File: config.mk
export PLATFORM = sky130hd
export DESIGN_NAME = pattern_gen
export DESIGN_NICKNAME = d
export VERILOG_FILES = /design/src/hw/memtest_pkg.sv /design/src/hw/mem_cfg_pkg.sv /design/src/hw/pattern_gen.sv
export SDC_FILE = /design/constraint.sdc
export NUM_CORES = 1
export LEC_CHECK = 0
export BUFFER_PORTS_ARGS = -buffer_cell sky130_fd_sc_hd__buf_4
export CAP_MARGIN = 15
export CORE_MARGIN = 8
export CORE_UTILIZATION = 40
export CTS_CLUSTER_DIAMETER = 120
export CTS_CLUSTER_SIZE = 30
export DETAILED_ROUTE_END_ITERATION = 10
export GPL_TIMING_DRIVEN = 0
export PLACE_DENSITY = 0.66
export SETUP_SLACK_MARGIN = 0.4
export SYNTH_ARGS = -nofsm -noshare
export SYNTH_HDL_FRONTEND = slang
export SYNTH_SLANG_ARGS = --single-unit
File: constraint.sdc
create_clock -name Clk -period 3.1 [get_ports Clk]
set_input_delay 0.62 -clock Clk [delete_from_list [all_inputs] [get_ports Clk]]
set_output_delay 0.62 -clock Clk [all_outputs]
set_load 0.05 [all_outputs]
File: src/hw/memtest_pkg.sv
package memtest_pkg;

	// test engine sequence.
	typedef enum logic [2:0] {
		IDLE,		// waiting for start.
		WAIT_INIT,	// holding until the controller finishes init.
		WRITE,		// write pass over the window.
		READ,		// read pass over the window.
		DRAIN		// last reads still in flight.
	} gen_state_e;

	// controller operating mode.
	typedef enum logic [1:0] {
		INIT,		// power-up delay, queue stalled.
		READY,		// executing commands.
		REFRESH		// refresh in progress, queue stalled.
	} ctrl_state_e;

endpackage

File: src/hw/mem_cfg_pkg.sv
package mem_cfg_pkg;

	// word address on the command path, wrapped to the array size inside the controller.
	typedef logic [15:0] addr_t;

	// one memory data word.
	typedef logic [15:0] data_t;

	// word and error counts, one bit wider than addr_t so that a full 65536-word window fits.
	typedef logic [16:0] count_t;

endpackage
File: src/hw/pattern_gen.sv
module pattern_gen import mem_cfg_pkg::*, memtest_pkg::*;
#(
	parameter int CMD_DEPTH = 4,
	parameter int MEM_WORDS = 1024
)
(
	input  logic   Clk,
	input  logic   rst_n,
	input  logic   start,
	input  logic   verify_only,
	input  addr_t  base_addr,
	input  count_t word_count,
	input  data_t  data_seed,
	input  logic   init_done,
	input  logic   cmd_credit,
	input  count_t reads_done,
	output logic   cmd_valid,
	output logic   cmd_write,
	output addr_t  cmd_addr,
	output data_t  cmd_wdata,
	output logic   pass_start,
	output logic   busy,
	output logic   done
);

	localparam int CRED_W = $clog2(CMD_DEPTH + 1);

	gen_state_e        state;
	logic [CRED_W-1:0] credits;
	count_t            idx;			// word index within the window.
	logic              pass_end;

	addr_t             base_r;
	count_t            count_r;
	data_t             seed_r;
	logic              vonly_r;

	assign busy      = (state != IDLE);
	assign pass_end  = (idx == count_r);
	assign cmd_valid = ((state == WRITE) || (state == READ)) && !pass_end && (credits != '0);
	assign cmd_write = (state == WRITE);
	assign cmd_addr  = addr_t'((32'(base_r) + 32'(idx)) % MEM_WORDS);
	assign cmd_wdata = seed_r + data_t'(idx);		// incrementing pattern.

	// window settings are taken once per run.
	always_ff @(posedge Clk)
	begin
		if ((state == IDLE) && start)
		begin
			base_r  <= base_addr;
			count_r <= word_count;
			seed_r  <= data_seed;
			vonly_r <= verify_only;
		end
	end

	always_ff @(posedge Clk)
	begin
		if (!rst_n)
			credits <= CRED_W'(CMD_DEPTH);
		else if (cmd_valid && !cmd_credit)
			credits <= credits - 1'b1;
		else if (!cmd_valid && cmd_credit)
			credits <= credits + 1'b1;
	end

	always_ff @(posedge Clk)
	begin
		if (!rst_n)
		begin
			state      <= IDLE;
			idx        <= '0;
			pass_start <= 1'b0;
			done       <= 1'b0;
		end
		else
		begin
			pass_start <= 1'b0;
			done       <= 1'b0;
			if (cmd_valid)
				idx <= idx + 1'b1;
			case (state)
				IDLE:
				begin
					if (start)
						state <= WAIT_INIT;
				end
				WAIT_INIT:
				begin
					idx <= '0;
					if (init_done)
					begin
						state      <= vonly_r ? READ : WRITE;
						pass_start <= vonly_r;		// verify-only goes straight to reading.
					end
				end
				WRITE:
				begin
					if (pass_end)
					begin
						state      <= READ;
						idx        <= '0;
						pass_start <= 1'b1;
					end
				end
				READ:
				begin
					if (pass_end)
						state <= DRAIN;
				end
				default:
				begin
					if (reads_done == count_r)		// every read has been checked.
					begin
						state <= IDLE;
						done  <= 1'b1;
					end
				end
			endcase
		end
	end

	// the controller must not return more credits than were spent.
	a_credit_max: assert property (@(posedge Clk) disable iff (!rst_n)
		credits <= CRED_W'(CMD_DEPTH))
		else $error("credit count above queue depth");

endmodule

==> impl_metrics.yaml, run 1 <==
drt:
  wl_per_cell_um: 15.3
  dr.pass1.iters: 4
  drtIter0Drc: 282
  routed_wl_mm: 10.6
  vias_per_cell: 5.02
  ant_nets: 0
  vias: 3494
  drc: 0
synthesis:
  syn_area_mm2: 0.00420
  yosys.cell_types.count: 50
  synth_seq_area_share_pct: 43.3
  yosys_register_bits: 69
  synth_top_cell_by_area: "edfxtp_1"
  avgSynthCellArea_um2: 10.0
  synth.top_cells.by_area: "edfxtp_1 31%, dfxtp_1 12%, xnor2_1 10%"
  ys.warnings.count: 0
  synthFlopType: "edfxtp_1"
  synth_top_area_share_pct: 31.4
  synth_edf_count: 44
  synth-async-reset-ratio_pct: 0
  synth_cells: 420
power:
  p_per_area_mw_per_mm2: 438
  power_w: 0.00269
  p_leak_nw: 2.48
  peakVddDrop_mv: 0.246
place:
  portBuffers: 96
  place_ws_ps: 23.0
  dp.cells: 658
  gp_congestion: 0.847
  dp_hpwl_mm: 8.27
cts:
  insertion_delay_ps: 330
  clock_sinks: 69
  root_buffer: "clkbuf_8"
  holdBufCountCts: 0
  cts_tree: "yes"
  htreeDepth: 3
  clock_path_buffers: 2
  clkSlewWorstSetupHoldPaths_ps: 80
  cts_made_buffers: 9
critical_path:
  cp.required_ps: 2480
  critical-path-top-delay-family: "compound AO/OA/AOI/OAI gates"
  critPathArrivalTime_ps: 2570
  cp.buffers_inverters: 1
  cp_cell_sequence: "ha_4 > a211o_4 > a2111oi_4 > nor3_4 > o21ai_2 > and3_4 > nor3_4 > buf_6"
  rr_endpoint: "credits[2]$_SDFFE_PN1P_"
  cp_max_fo: 4
  crit_path_start_kind: "flip-flop"
  r2r_start: "idx[0]$_SDFF_PN0_"
  crit_start: "seed_r[1]$_DFFE_PP_"
  endpoint_kind: "output port"
  ff2ff_setup_slack_ps: 570
  reg2reg_depth: 15
  critPathKind: "reg -> out"
  slowest_delay_ps: 430
  slowest_stage: "edfxtp_1"
  worst_path_most_repeated_cell: "nor3_4"
timing:
  rsz0062_at_grt: "yes"
  finalHoldViolations: 0
  clock_skew_ps: 12.4
  period_minus_slack_ps: 3190
  slew_violations: 0
  whs_ps: 456
  tightest_slew_ps: 626
  fmaxAchievable_mhz: 313
  slew_headroom_pct: 57.2
  setup-violations-final: 2
  finalCritPeriodShare_pct: 103
  worst_slack_ps: -94.6
status:
  status: "finished, violations left"
  violations: "setup timing"
layout:
  multi_input_area_mm2: 0.00274
  layoutNonFillerInstCount: 696
  nets: 656
  regArea_mm2: 0.00184
  fill_cells: 903
  drive_gt1_share_pct: 40.2
  diodes: 0
  area_growth_pct: 46.0
floorplanning:
  dieArea_mm2: 0.0140
  die_x_um: 119
  rows: 37
  initial_core_util_pct: 40.9
  pin_count: 109
  core_area_mm2: 0.0103
  die_h_um: 119
global_route:
  grt_pass1_vias: 3713
  track_usage_pct: 14.9
  antenna_found_initial: 0
  grt_start_max_net_pins: 25
  grt_pass1_wl_mm: 17.3
  overflow: 0
hold_path:
  hold_end: "seed_r[1]$_DFFE_PP_"
  hold_class: "in -> reg"
  whs_path_depth: 1
  min_from: "data_seed[1]"
job:
  maxCapViolations: 0
## how the worst max path moves through the flow
| stage | endpoint | slack, ps | cells after the start |
|---|---|---|---|
| detailed placement | cmd_wdata[12] | 20 | 9 |
| global route | cmd_wdata[15] | -180 | 8 |
| finish | cmd_wdata[15] | -90 | 8 |
| floorplan | cmd_wdata[12] | 310 | 9 |
| global placement | cmd_wdata[12] | 60 | 9 |
| CTS | cmd_wdata[15] | -170 | 8 |
## cells by family after synthesis
family	share of synthesized area, %
flip-flops	43.3
buffers and inverters	4.61
adder cells (fa/ha/maj)	9.17
multiplexers	0.238
other	0.0892
AO/OA/AOI/OAI	12.5
XOR/XNOR	14.1
AND/OR/NAND/NOR	15.9
## where the power goes
| group | total [W] | switching, W | internal, W |
|---|---|---|---|
| Sequential | 0.00113 | 0.0000532 | 0.00108 |
| Clock | 0.000715 | 0.000320 | 0.000395 |
| Combinational | 0.000843 | 0.000493 | 0.000350 |
## cell type report
cell class	count	area share (%)
inverters	20	1.22
multi-input cells	318	44.6
clock inverters	2	0.571
clock buffers	14	2.49
plain buffers	18	2.12
flip-flops and latches	69	30.0
repair buffers	119	16.2
well taps	136	2.77
## repair_timing
item,in CTS,in global routing
resized for setup,62,31
pin swaps,27,27
buffers inserted,17,5
setup endpoints to repair,20,21
## worst reg2reg max path: stages, from the launching register on
cell and delay (ps):
dfxtp_4 360, buf_6 120, buf_6 100, buf_6 120, xnor2_4 120, nand4_1 130
nor4_4 60, and2_4 160, buf_6 110, nor2_4 130, ha_4 150, inv_1 40
fa_2 330, xor2_1 150, or3_1 310, nand3_1 80
## per-stage QoR
| stage | instance area, um2 | utilization, % | setup TNS (ps) |
|---|---|---|---|
| after floorplan | 4490 | - | 0 |
| after global placement | 5380 | 52.3 | 0 |
| after CTS | 5970 | 58.0 | -590 |
| after detailed placement | 5400 | 52.5 | 0 |
| after global routing | 6130 | 59.7 | -769 |
| final | 6130 | 59.7 | -149 |
## per-layer routing
| metal | wire [um] | GRT usage [%] |
|---|---|---|
| met1 | 4780 | 17.6 |
| met2 | 5210 | 25.8 |
| met3 | 572 | 3.86 |
| met4 | 80 | 4.90 |
| met5 | 0 | 0 |
## Yosys cell counts (2+ instances only)
cell / number
a2111oi_0: 2
a211oi_1: 8
a21boi_0: 2
a21o_1: 7
a21oi_1: 30
a31oi_1: 2
and2_1: 2
and3_1: 5
buf_2: 2
buf_4: 7
clkbuf_1: 4
clkbuf_2: 3
dfxtp_1: 25
edfxtp_1: 44
fa_1: 3
ha_1: 26
inv_1: 20
nand2_1: 17
nand2b_1: 2
nand3_1: 14
nand4_1: 16
nor2_1: 43
nor2b_1: 3
nor3_1: 15
o21a_1: 4
o21ai_0: 17
o311ai_0: 2
o31ai_1: 3
or2_2: 3
or3_1: 4
or4_1: 2
xnor2_1: 50
xor2_1: 16
## flip-flops by register name, indices dropped and copies added (netlist names)
| name | cells |
|---|---|
| base_r | 10 |
| count_r | 17 |
| credits | 3 |
| done | 1 |
| idx | 17 |
| pass_start | 1 |
| seed_r | 16 |
| state | 3 |
| vonly_r | 1 |
## cells in the final DEF (no fill, tap or decap), drive strengths merged, types with 2 or more instances in the layout
cell and n:
nand4 16, dfxtp 25, nor3 15, xnor2 51
nand3 14, or4 2, nor2 44, a211oi 8
edfxtp 44, a2111oi 2, fa 3, o31ai 3
a21oi 30, buf 130, a31oi 2, a21boi 2
nand2b 3, a21o 7, conb 6, xor2 16
inv 20, or2 3, o21a 4, o21ai 17
nor2b 3, clkbuf 21, or3 4, nand2 17
ha 26, o311ai 2, and2 2, and3 5
No activity file was read; power rests on OpenSTA's default activity.
==> inputs of run 2 (changes only) <==
--- a/config.mk
+++ b/config.mk
@@ -13,7 +13,7 @@
 export CTS_CLUSTER_SIZE = 30
 export DETAILED_ROUTE_END_ITERATION = 10
 export GPL_TIMING_DRIVEN = 0
-export PLACE_DENSITY = 0.66
+export PLACE_DENSITY = 0.59
 export SETUP_SLACK_MARGIN = 0.4
 export SYNTH_ARGS = -nofsm -noshare
 export SYNTH_HDL_FRONTEND = slang
==> impl_metrics.yaml, run 2 (synthesis gave the netlist of run 1 again) <==
status:
  status: "finished, violations left"
  violations: "setup timing"
layout:
  drive_gt1_share_pct: 40.1
  layout_common_cells: "104 x buf_4, 44 x edfxtp_1, 43 x xnor2_1, 38 x nor2_1, 23 x a21oi_1"
  nets: 655
  reg.largest.list: "count_r x17, idx x17, seed_r x16"
  layoutNonFillerInstCount: 695
  area_growth_pct: 44.2
  diodes: 0
  final_common_cell: "buf_4"
floorplanning:
  die_h_um: 119
  pin_count: 109
  rows: 37
  dieArea_mm2: 0.0140
  die_x_um: 119
  initial_core_util_pct: 40.9
  core_area_mm2: 0.0103
critical_path:
  ff2ff_setup_slack_ps: 630
  cp.required_ps: 2480
  r2r_start: "idx[0]$_SDFF_PN0_"
  critPathKind: "reg -> out"
  crit_path_start_kind: "flip-flop"
  reg2reg_depth: 13
  cp_max_fo: 4
  rr_endpoint: "credits[2]$_SDFFE_PN1P_"
  critPathArrivalTime_ps: 2550
  endpoint_kind: "output port"
power:
  power_w: 0.00262
  peakVddDrop_mv: 0.229
  p_leak_nw: 2.46
  p_per_area_mw_per_mm2: 432
drt:
  ant_nets: 0
  vias: 3484
  vias_per_cell: 5.01
  drtIter0Drc: 171
  wl_per_cell_um: 15.0
  dr.pass1.iters: 6
  drc: 0
  routed_wl_mm: 10.4
cts:
  htreeDepth: 3
  root_buffer: "clkbuf_8"
  clock_path_buffers: 2
  cts_made_buffers: 9
  clock_sinks: 69
  cts_tree: "yes"
  clkSlewWorstSetupHoldPaths_ps: 80
  insertion_delay_ps: 340
hold_path:
  hold_class: "in -> reg"
  whs_path_depth: 1
  min_from: "data_seed[9]"
  hold_end: "seed_r[9]$_DFFE_PP_"
timing:
  fmaxAchievable_mhz: 315
  period_minus_slack_ps: 3170
  worst_slack_ps: -70.6
  finalHoldViolations: 0
  clock_skew_ps: 10.2
  setup-violations-final: 3
  finalCritPeriodShare_pct: 102
  tightest_slew_ps: 639
  slew_violations: 0
  rsz0062_at_grt: "yes"
  slew_headroom_pct: 56.9
place:
  portBuffers: 96
  dp_hpwl_mm: 8.23
  gp_congestion: 0.837
  dp.cells: 658
global_route:
  grt_pass1_vias: 3618
  grt_pass1_wl_mm: 17.3
  track_usage_pct: 14.9
  antenna_found_initial: 0
  grt_start_max_net_pins: 25
  overflow: 0
job:
  maxCapViolations: 0
-- run 2: cell count changes in the layout (fill, tap and decap cells not counted), moves of 3 or more --
cell,change
buf_6,-4
clkbuf_1,-4
buf_4,+3
o21ai_1,+3
-- run 2: power by group --
group / switching (W) / internal, W / leakage (nW) / total [W]
sequential: 0.0000531 / 0.00108 / 0.627 / 0.00113
clock: 0.000352 / 0.000309 / 0.0861 / 0.000661
combinational: 0.000485 / 0.000339 / 1.74 / 0.000824
total: 0.000890 / 0.00173 / 2.46 / 0.00262
-- run 2: worst max path at each step --
stage | from | end | slack (ps) | cells after the start
2_1_floorplan | idx[0]$_SDFF_PN0_ | cmd_wdata[12] | 310 | 9
3_3_place_gp | idx[1]$_SDFF_PN0_ | cmd_wdata[12] | 60 | 9
3_5_place_dp | idx[1]$_SDFF_PN0_ | cmd_wdata[12] | 30 | 9
4_1_cts | seed_r[1]$_DFFE_PP_ | cmd_wdata[13] | -190 | 8
5_1_grt | seed_r[3]$_DFFE_PP_ | cmd_wdata[13] | -170 | 9
6_report | seed_r[3]$_DFFE_PP_ | cmd_wdata[13] | -70 | 9
-- run 2: worst max-delay path: stages (launching register included) --
cell	delay, ps
edfxtp_1	430
ha_4	310
o21a_2	190
a2111oi_4	80
buf_4	160
nor3_4	310
o221ai_4	170
buf_6	150
o311ai_4	210
buf_6	190
-- run 2: layer usage --
metal	global-route usage, %	share of wire (%)
met1	18.5	46
met5	0	0
met4	5.69	1.8
met3	4.00	5.9
met2	24.3	46
-- run 2: final cells by class --
cell class / instances / area [um2]
Fill cell: 894 / 4220
Multi-Input combinational cell: 318 / 2670
Sequential cell: 69 / 1840
Timing Repair Buffer: 118 / 981
Tap cell: 136 / 170
Buffer: 18 / 146
Clock buffer: 10 / 138
Inverter: 20 / 75.1
Clock inverter: 6 / 37.5
-- run 2: per-stage QoR --
| step | area [um2] | hold WS [ps] | setup slack (ps) | setup TNS, ps | utilization, % |
|---|---|---|---|---|---|
| after global placement | 5380 | 497 | 55.3 | 0 | 52.3 |
| after detailed placement | 5410 | 511 | 34.8 | 0 | 52.6 |
| final | 6060 | 445 | -70.6 | -110 | 59.0 |
| after floorplan | 4490 | 476 | 314 | 0 | - |
| after global routing | 6060 | 422 | -167 | -1080 | 59.0 |
| after CTS | 5930 | 424 | -191 | -937 | 57.7 |
-- run 2: timing repair --
action / CTS / global route
setup endpoints to repair: 20 / 19
hold buffers: 0 / 0
cloned: 0 / 0
pin swaps: 26 / 22
hold endpoints to repair: 0 / 0
buffers inserted: 15 / 6
gates resized for setup: 62 / 24
